===== config.mk =====
export PLATFORM = sky130hd
export DESIGN_NAME = booth_mult_top
export DESIGN_NICKNAME = d
export VERILOG_FILES = /design/src/logic/mult_types_pkg.sv /design/src/logic/booth_pkg.sv /design/src/logic/booth_recoder.sv /design/src/logic/cass_stage.sv /design/src/logic/product_assembler.sv /design/src/logic/booth_mult_top.sv
export VERILOG_INCLUDE_DIRS = /design/src /design/src/logic
export SDC_FILE = /design/constraint.sdc
export NUM_CORES = 1
export LEC_CHECK = 0
export BUFFER_PORTS_ARGS = -buffer_cell sky130_fd_sc_hd__buf_4
export CAP_MARGIN = 10
export CORE_ASPECT_RATIO = 1.2
export CORE_MARGIN = 3
export CORE_UTILIZATION = 55
export CTS_BUF_LIST = sky130_fd_sc_hd__clkbuf_4
export CTS_CLUSTER_DIAMETER = 40
export DETAILED_ROUTE_END_ITERATION = 10
export GPL_ROUTABILITY_DRIVEN = 0
export PLACE_DENSITY = 0.72
export RECOVER_POWER = 100
export SYNTH_ARGS = -nofsm -noshare
export SYNTH_HDL_FRONTEND = slang
export SYNTH_SLANG_ARGS = --single-unit

===== constraint.sdc =====
create_clock -name clk -period 6.9 [get_ports clk]
set_input_delay 0.69 -clock clk [delete_from_list [all_inputs] [get_ports clk]]
set_output_delay 0.69 -clock clk [all_outputs]
set_load 0.02 [all_outputs]

===== src/logic/mult_consts.svh =====
// multiplier widths and pipeline shape
`ifndef MULT_CONSTS_SVH
`define MULT_CONSTS_SVH

////////////////////////////////////////
// data widths
////////////////////////////////////////

`define MULT_WIDTH 16 // both operands
`define PROD_WIDTH 32 // twice the operand width

////////////////////////////////////////
// execute array split
////////////////////////////////////////

// one cass row per booth digit, NUM_STAGES * ROWS_PER_STAGE == MULT_WIDTH
`define ROWS_PER_STAGE 4
`define NUM_STAGES 4

`endif


===== src/logic/mult_types_pkg.sv =====
// multiplier data types
`include "mult_consts.svh"

package mult_types_pkg;

	// operand words as seen at the top ports
	typedef logic signed [`MULT_WIDTH-1:0] operand_t;

	// full signed product
	typedef logic signed [`PROD_WIDTH-1:0] product_t;

	// running partial product
	// kept at full width from the first row, so no row needs its own size
	typedef logic signed [`PROD_WIDTH-1:0] acc_t;

endpackage


===== src/logic/booth_pkg.sv =====
// booth recoding types
`include "mult_consts.svh"

package booth_pkg;

	import mult_types_pkg::*;

	////////////////////////////////////////
	// radix-2 booth digit
	////////////////////////////////////////

	// 2'b11 is never produced
	typedef enum logic [1:0] {
		BOOTH_NONE = 2'b00, // pair 00 or 11, shift only
		BOOTH_ADD  = 2'b01, // pair 01
		BOOTH_SUB  = 2'b10  // pair 10
	} booth_op_t;

	// index j holds the digit for row j
	typedef booth_op_t [`MULT_WIDTH-1:0] booth_digits_t;

	// one product in flight between stages
	typedef struct packed {
		logic          valid;
		operand_t      multiplicand;
		booth_digits_t digits;
		acc_t          acc;
	} stage_bundle_t;

	////////////////////////////////////////
	// helpers
	////////////////////////////////////////

	// pair is {b[j], b[j-1]}
	function automatic booth_op_t booth_encode(input logic [1:0] pair);
		booth_op_t op;
		case (pair)
			2'b01: op = BOOTH_ADD;
			2'b10: op = BOOTH_SUB;
			default: op = BOOTH_NONE;
		endcase
		return op;
	endfunction

	// true when every digit holds one of the three legal codes
	function automatic logic digits_legal(input booth_digits_t digits);
		logic ok;
		ok = 1'b1;
		for (int j = 0; j < `MULT_WIDTH; j++) begin
			if (2'(digits[j]) == 2'b11)
				ok = 1'b0;
		end
		return ok;
	endfunction

endpackage


===== src/logic/booth_recoder.sv =====
// booth decode stage
`timescale 1ns/10ps
`include "mult_consts.svh"

module booth_recoder (
	input  logic                      clk,
	input  logic                      reset,
	input  logic                      in_valid,
	input  mult_types_pkg::operand_t  multiplicand,
	input  mult_types_pkg::operand_t  multiplier,
	output booth_pkg::stage_bundle_t  bundle
);

	import booth_pkg::*;

	logic [`MULT_WIDTH:0] mpr_ext;  // multiplier with bit -1 appended
	booth_digits_t        digits_next;

	////////////////////////////////////////
	// recoding
	////////////////////////////////////////

	assign mpr_ext = {multiplier, 1'b0}; // bit -1 is zero

	// every bit pair at once, one digit per cass row
	always_comb begin
		for (int j = 0; j < `MULT_WIDTH; j++) begin
			digits_next[j] = booth_encode(mpr_ext[j +: 2]);
		end
	end

	////////////////////////////////////////
	// output register
	////////////////////////////////////////

	always_ff @(posedge clk) begin
		if (reset) begin
			bundle.valid <= 1'b0;
		end else begin
			bundle.valid <= in_valid;
		end
		bundle.multiplicand <= multiplicand;
		bundle.digits       <= digits_next;
		bundle.acc          <= '0; // array starts from an empty partial product
	end

	////////////////////////////////////////
	// checks
	////////////////////////////////////////

	// digits reach the execute stages only in legal codes
	a_digits_legal: assert property (
		@(posedge clk) disable iff (reset)
		bundle.valid |-> digits_legal(bundle.digits)
	) else $error("booth_recoder: illegal booth digit in valid bundle");

endmodule


===== src/logic/cass_stage.sv =====
// cass execute stage
`timescale 1ns/10ps
`include "mult_consts.svh"

module cass_stage #(
	parameter int FIRST_ROW = 0  // 0, 4, 8 or 12
) (
	input  logic                      clk,
	input  logic                      reset,
	input  booth_pkg::stage_bundle_t  bundle_in,
	output booth_pkg::stage_bundle_t  bundle_out
);

	import mult_types_pkg::*;
	import booth_pkg::*;

	acc_t md_ext;                          // multiplicand sign-extended to full width
	acc_t row_acc [`ROWS_PER_STAGE+1];    // partial product after each row

	if (FIRST_ROW + `ROWS_PER_STAGE > `MULT_WIDTH) begin : g_bad_row
		$error("cass_stage: rows run past the last booth digit");
	end

	assign md_ext     = acc_t'(bundle_in.multiplicand);
	assign row_acc[0] = bundle_in.acc;

	////////////////////////////////////////
	// cass rows
	////////////////////////////////////////

	// each row picks +md, ~md with carry in, or zero, then adds it in
	for (genvar r = 0; r < `ROWS_PER_STAGE; r++) begin : g_row
		localparam int ROW = FIRST_ROW + r;

		acc_t row_md;  // multiplicand weighted for this row
		acc_t addend;
		logic cin;

		assign row_md = md_ext <<< ROW;

		always_comb begin
			case (bundle_in.digits[ROW])
				BOOTH_ADD: begin
					addend = row_md;
					cin    = 1'b0;
				end
				BOOTH_SUB: begin
					addend = ~row_md; // two's complement, finished by cin
					cin    = 1'b1;
				end
				default: begin
					addend = '0;
					cin    = 1'b0;
				end
			endcase
		end

		assign row_acc[r+1] = row_acc[r] + addend + {{(`PROD_WIDTH-1){1'b0}}, cin};
	end

	////////////////////////////////////////
	// output register
	////////////////////////////////////////

	always_ff @(posedge clk) begin
		if (reset) begin
			bundle_out.valid <= 1'b0;
		end else begin
			bundle_out.valid <= bundle_in.valid;
		end
		bundle_out.multiplicand <= bundle_in.multiplicand;
		bundle_out.digits       <= bundle_in.digits; // later stages still need theirs
		bundle_out.acc          <= row_acc[`ROWS_PER_STAGE];
	end

	// no bubble turns into a result
	a_valid_origin: assert property (
		@(posedge clk) disable iff (reset)
		bundle_out.valid |-> $past(bundle_in.valid)
	) else $error("cass_stage %0d: valid out without valid in", FIRST_ROW);

endmodule


===== src/logic/product_assembler.sv =====
// product result stage
`timescale 1ns/10ps
`include "mult_consts.svh"

module product_assembler (
	input  logic                      clk,
	input  logic                      reset,
	input  booth_pkg::stage_bundle_t  bundle,
	output logic                      out_valid,
	output mult_types_pkg::product_t  product
);

	import mult_types_pkg::*;

	// +2^30, only reached by -32768 squared
	localparam acc_t ACC_OVF = acc_t'({2'b01, {(`PROD_WIDTH-2){1'b0}}});

	logic     sign_bit;
	product_t product_next;

	////////////////////////////////////////
	// sign extension
	////////////////////////////////////////

	// array sum lives in bits 30:0, bit 30 repeated as the sign
	// except the one product that does not fit in 31 bits
	assign sign_bit     = (bundle.acc == ACC_OVF) ? 1'b0 : bundle.acc[`PROD_WIDTH-2];
	assign product_next = {sign_bit, bundle.acc[`PROD_WIDTH-2:0]};

	always_ff @(posedge clk) begin
		if (reset) begin
			out_valid <= 1'b0;
		end else begin
			out_valid <= bundle.valid;
		end
		product <= product_next;
	end

	// pipeline flush shows at the port right after reset
	a_quiet_after_reset: assert property (
		@(posedge clk)
		reset |=> !out_valid
	) else $error("product_assembler: out_valid high after reset");

endmodule


===== src/logic/booth_mult_top.sv =====
// pipelined booth array multiplier
`timescale 1ns/10ps
`include "mult_consts.svh"

module booth_mult_top (
	input  logic                      clk,
	input  logic                      reset,
	input  logic                      in_valid,
	input  mult_types_pkg::operand_t  multiplicand,
	input  mult_types_pkg::operand_t  multiplier,
	output logic                      out_valid,
	output mult_types_pkg::product_t  product
);

	import booth_pkg::*;

	// chain[0] from decode, chain[k+1] from execute stage k
	stage_bundle_t chain [`NUM_STAGES+1];

	////////////////////////////////////////
	// decode
	////////////////////////////////////////

	booth_recoder u_decode (
		.clk          (clk),
		.reset        (reset),
		.in_valid     (in_valid),
		.multiplicand (multiplicand),
		.multiplier   (multiplier),
		.bundle       (chain[0])
	);

	////////////////////////////////////////
	// execute, four rows per stage
	////////////////////////////////////////

	for (genvar k = 0; k < `NUM_STAGES; k++) begin : g_stage
		cass_stage #(
			.FIRST_ROW (k * `ROWS_PER_STAGE)
		) u_exec (
			.clk        (clk),
			.reset      (reset),
			.bundle_in  (chain[k]),
			.bundle_out (chain[k+1])
		);
	end

	////////////////////////////////////////
	// result
	////////////////////////////////////////

	product_assembler u_result (
		.clk       (clk),
		.reset     (reset),
		.bundle    (chain[`NUM_STAGES]),
		.out_valid (out_valid),
		.product   (product)
	);

endmodule


**Word-level counts from Yosys, hierarchy flattened**

Index checks and enable logic that the tools add are counted.
Widths: inputs -> output; s select.

- Register bits after elaboration: 310
- Bits of input ports: 35
- Output and inout port bits: 33
- Word-level logic and storage cells: 214

- $add $sub $neg: 31
- Eq/ne operators: 63
- Mux-type cells: 48
- Bitwise logic cells: 16

Operators with widths:

| operator | number |
|---|---|
| $pmux 32 s2 | 16 |
| $add 32x1->32 | 16 |
| $add 32x32->32 | 15 |
| $eq 2x1->1 const B | 31 |
| $eq 2x2->1 const B | 31 |
| $pmux 2 s2 | 15 |
| $eq 32x32->1 const B | 1 |
| $not 16->32 | 1 |
| $not 17->32 | 1 |
| $not 18->32 | 1 |
| $not 19->32 | 1 |
| $not 20->32 | 1 |
| $not 21->32 | 1 |
| $not 22->32 | 1 |
| $not 23->32 | 1 |
| $not 24->32 | 1 |
| $not 25->32 | 1 |
| $not 26->32 | 1 |
| $not 27->32 | 1 |
| $not 28->32 | 1 |
| $not 29->32 | 1 |
| $not 30->32 | 1 |
| $not 31->32 | 1 |
| $mux 1 | 16 |
| $mux 2 | 1 |

**Depth between registers and ports, before layout**

- Depth after elaboration: 10
- Gate-level depth with buffers: 21
- Gate-level depth less buffers: 19

**Cells and area by module**

A second synthesis with hierarchy kept.

- Cells, all modules: 3,305
- Area, all modules: 29,213.0 um^2

By module, submodules not included:

| module | times used | cells each | area an instance (um^2) | seq. area each (um^2) |
|---|---|---|---|---|
| cass_stage (g_stage[2].u_exec) | 1 | 802 | 6,835.3 | 1,621.6 |
| cass_stage (g_stage[1].u_exec) | 1 | 785 | 6,776.5 | 1,621.6 |
| cass_stage (g_stage[3].u_exec) | 1 | 778 | 6,721.4 | 1,621.6 |
| cass_stage (g_stage[0].u_exec) | 1 | 782 | 6,710.2 | 1,621.6 |
| booth_recoder | 1 | 113 | 1,411.4 | 960.9 |
| product_assembler | 1 | 45 | 758.2 | 660.6 |

**Least setup slack after synthesis**

No wires, ideal clock.

- Kind: register to register
- Start: register g_stage[2].u_exec.bundle_out[60] in the netlist's numbering
- End: register g_stage[3].u_exec.bundle_out[30] in the netlist's numbering
- Setup time: 72 ps
- Arrival time: 5,834 ps
- Data required time: 6,828 ps
- Setup slack: 994 ps
- Stages on the path, launching flop included: 20
- Buffers on the path: 2
- Period minus slack after synthesis: 5,906 ps
- Cell sequence: dfxtp_1 nand2b_1 clkbuf_1 buf_1 inv_1 fa_1 fa_1 inv_1 fa_1 inv_1 fa_1 fa_1 a21oi_1 o211ai_1 o211ai_1 a22o_1 a211oi_1 a211o_1 a221oi_1 xnor2_1

RTL lines:

| what | RTL line | text |
|---|---|---|
| from (decl) | cass_stage.sv:11 | `output booth_pkg::stage_bundle_t bundle_out` |
| to (decl) | cass_stage.sv:11 |  |

==> results.ini <==
[status]
run_status = complete, no violations

[synth]
synth_top_area_share_pct = 26.88
mappedNetlistArea_mm2 = 0.02443
synth-async-reset-ratio_pct = 0
synthesis.yosys.warnings = 0
synth_enable_flop_cells = 0
synth_top_area_cell = sky130_fd_sc_hd__fa_1
post_synth_num_cell_types = 67
ys_top_cells_by_area = sky130_fd_sc_hd__fa_1 27%, sky130_fd_sc_hd__dfxtp_1 25%, sky130_fd_sc_hd__inv_1 10%
synth.net_count = 3305
avgSynthCellArea_um2 = 8.695
synthSimpleGateAreaFrac_pct = 10.51
synth_flop_cell = sky130_fd_sc_hd__dfxtp_1
syn_inst = 2810
yosys_register_bits = 309
adder_cell_fraction_of_synth_area_pct = 33.64
synth-compound-area-share_pct = 14.23
synth_top_family_by_area = adder cells
ys_seq_area_share_pct = 25.32
post_synth_xor_xnor_area_pct = 4.230
yosys-mux-area-fraction_pct = 0.04097

[placed_design]
place_worst_setup_slack_ns = 1.253
placed_instance_area_mm2 = 0.02531
post-place-cells = 3325
dp.final_hpwl_um = 36250
buffer_ports.inserted = 67

[route]
initialDrtViolationCount = 854
detail-route-antenna-nets = 0
route.final.wire_length_um = 44040
first_pass_iters = 6
drc_errors = 0
vias_per_cell = 5.058
routedWlPerCell_um = 12.62
vias = 17649

[clock_network]
cts_tree = done
cts-htree-levels = 3
clk_path_buf_depth = 3
cts_buffers = 77
cts.root.buffer_cell = sky130_fd_sc_hd__clkbuf_4
insertion_delay_ns = 0.82
clock_tree_sinks = 309
clk_pin_slew_worst_paths_ns = 0.06

[sta]
report.final.setup_viol = 0
finalHoldWorstSlack_ns = 0.1049
timing_hold_violations_final = 0
fmaxAchievable_ghz = 0.1671
skew_ns = 0.07057
totalNegativeSetupSlack_ns = 0
tightestPinTransition_ns = 1.200
unrepaired_setup_endpoints_after_global_routing = no
worst_slew_margin_rel_pct = 19.84
finalWorstSetupSlack_ns = 0.9157
fin_crit_ns = 5.984
final-max-slew-violation-count = 0
layout_worst_path_cycle_share_pct = 86.73

[finish]
layout.cells.most_common = sky130_fd_sc_hd__inv_1
ff_latch_area_mm2 = 0.006186
area_occupied_by_multi_input_gates_mm2 = 0.01526
layout.cells.most_common_list = 658 x sky130_fd_sc_hd__inv_1, 328 x sky130_fd_sc_hd__fa_1, 309 x sky130_fd_sc_hd__dfxtp_1, 238 x sky130_fd_sc_hd__a21oi_1, 200 x sky130_fd_sc_hd__nor2_1
post_route_cells_drive_above_1_share_pct = 6.063
syn_to_final_growth_pct = 8.450
postLayoutCellArea_mm2 = 0.02650
finish.net_count = 3378
post_layout_nonfiller_instances = 3489
num-fill-cells = 3792

[power]
clockPowerShare_pct = 12.1
power-per-cell-area_mw_per_mm2 = 522.9
power_frac_seq_pct = 19.3
p_int_mw = 7.388
static-leakage-power_nw = 13.68
power.share.combinational_pct = 68.6
worst_ir_drop_vdd_mv = 0.2021
power.share.switching_pct = 46.67
p_sw_mw = 6.467

[floorplan]
boundaryPins = 68
fp.dieW_um = 198.4
design.die.area_mm2 = 0.04700
die_h_um = 236.9
placeableCoreArea_mm2 = 0.04331
initial_cell_density_of_the_core_pct = 56.42
rows = 83

[worst_hold_path]
hold_path_stages = 2
hold_path_class = in -> reg
timing.hold.worst.start = multiplier[4]
worstHoldEndpoint = u_decode.bundle[43]

[worst_setup_path]
crit_path_end_kind = register
criticalPathCategory = reg -> reg
rr_endpoint = g_stage[1].u_exec.bundle_out[30]
r2r.worst_path.cells = 18
critical_path.startpoint_type = register
worst-r2r-setup-slack_ns = 0.92
critPathSlowestCell = sky130_fd_sc_hd__fa_1
reg2reg_from = g_stage[0].u_exec.bundle_out[46]
critPathRequiredTime_ns = 7.57
critical-path-top-cell-by-count = sky130_fd_sc_hd__fa_1
worst-path-max-fanout = 11
worst_path_largest_cell_delay_ns = 0.55
crit_arrival_ns = 6.66
critical_path.cell_chain = nand2b_1 -> inv_1 -> fa_1 -> fa_1 -> inv_1 -> fa_1 -> inv_1 -> fa_1 -> inv_1 -> fa_1 -> nor2b_1 -> o2111ai_1 -> a311oi_1 -> o2111ai_1 -> a211oi_1 -> o21ai_0 -> o41ai_1 -> xor2_1

[global_routing]
antenna_violations_before_repair = 1
overflow = 0
grt_pass1_vias = 18288
grt_use_total_pct = 19.68
grt_pass1_wl_um = 77840
maximum_number_of_pins_on_one_net_before_global_route_repair = 32

[run]
cap_viol_max_count = 0

## worst max path at each step
stage	slack, ns	end	start	cells past startpoint
2_1_floorplan	0.99	g_stage[3].u_exec.bundle_out[30]	g_stage[2].u_exec.bundle_out[60]	19
3_3_place_gp	1.33	g_stage[2].u_exec.bundle_out[30]	g_stage[1].u_exec.bundle_out[52]	18
3_5_place_dp	1.25	g_stage[2].u_exec.bundle_out[30]	g_stage[1].u_exec.bundle_out[52]	18
4_1_cts	1.16	g_stage[2].u_exec.bundle_out[30]	g_stage[1].u_exec.bundle_out[52]	18
5_1_grt	0.67	g_stage[1].u_exec.bundle_out[30]	g_stage[0].u_exec.bundle_out[46]	18
6_report	0.92	g_stage[1].u_exec.bundle_out[30]	g_stage[0].u_exec.bundle_out[46]	18
## flip-flops by register name, summed over array words and instances (netlist names)
register / cells
g_stage.u_exec.bundle_out: 228
u_decode.bundle: 48
u_result.out_valid: 1
u_result.product: 32
## timing repair
action | CTS | global route
gates resized for setup | 0 | 0
hold endpoints to repair | 36 | 0
hold buffers | 30 | 0
setup buffers | 0 | 0
## synthesized netlist by cell type, types with 32 or more instances
master / n
sky130_fd_sc_hd__inv_1: 658
sky130_fd_sc_hd__fa_1: 328
sky130_fd_sc_hd__dfxtp_1: 309
sky130_fd_sc_hd__a21oi_1: 238
sky130_fd_sc_hd__nor2_1: 200
sky130_fd_sc_hd__nand2_1: 156
sky130_fd_sc_hd__o21ai_0: 154
sky130_fd_sc_hd__ha_1: 132
sky130_fd_sc_hd__clkbuf_1: 119
sky130_fd_sc_hd__xnor2_1: 86
sky130_fd_sc_hd__nor2b_1: 77
sky130_fd_sc_hd__a21o_1: 56
sky130_fd_sc_hd__xor2_1: 32
## power by group through the flow
| stage | Combinational (mW) | Clock, mW | Sequential (mW) |
|---|---|---|---|
| finish | 9.51 | 1.68 | 2.67 |
| global route | 11.0 | 1.85 | 2.74 |
| CTS | 9.65 | 1.76 | 2.69 |
| detailed placement | 9.59 | 0 | 2.73 |
| global placement | 9.26 | 0 | 2.72 |
| floorplan | 7.63 | 0 | 2.77 |
## critical path, delay by kind of cell (launching register included)
family,cells,cell delay [ns]
compound gates,6,2.23
fa+ha+maj,5,2.21
simple gates,2,0.57
buf+inv,4,0.39
flops,1,0.31
xor+xnor,1,0.11
## kinds of logic (layout without fill, tap and decap cells)
| family | Yosys count | in the layout |
|---|---|---|
| compound gates | 581 | 581 |
| xor+xnor | 118 | 118 |
| fa+ha+maj | 460 | 460 |
| buf+inv | 783 | 909 |
| flops | 309 | 309 |
| mux | 1 | 1 |
| other cells | 0 | 1 |
| simple gates | 558 | 558 |
## per-layer routing
layer	share of wire, %	up-vias	global-route usage [%]
met5	0	-	0
met4	4.0	0	10.02
met3	3.4	120	3.074
met2	54	360	37.21
met1	39	8274	20.86
li1	-	8895	-
## metrics by stage
stage	util [%]	power, mW
4_1_cts	61.68	14.09
2_1_floorplan	-	10.40
6_report	61.19	13.85
5_1_grt	61.19	15.56
3_5_place_dp	58.45	12.32
3_3_place_gp	58.45	11.98
## area by class of cell
class	count	area share (%)
repair buffers	119	2.975
flip-flops and latches	309	23.35
clock buffers	102	2.890
well taps	552	2.607
diodes	1	0.009444
multi-input cells	1718	57.60
clock inverters	30	1.247
inverters	658	9.321
Note: power is estimated with default switching activity, not from simulation.
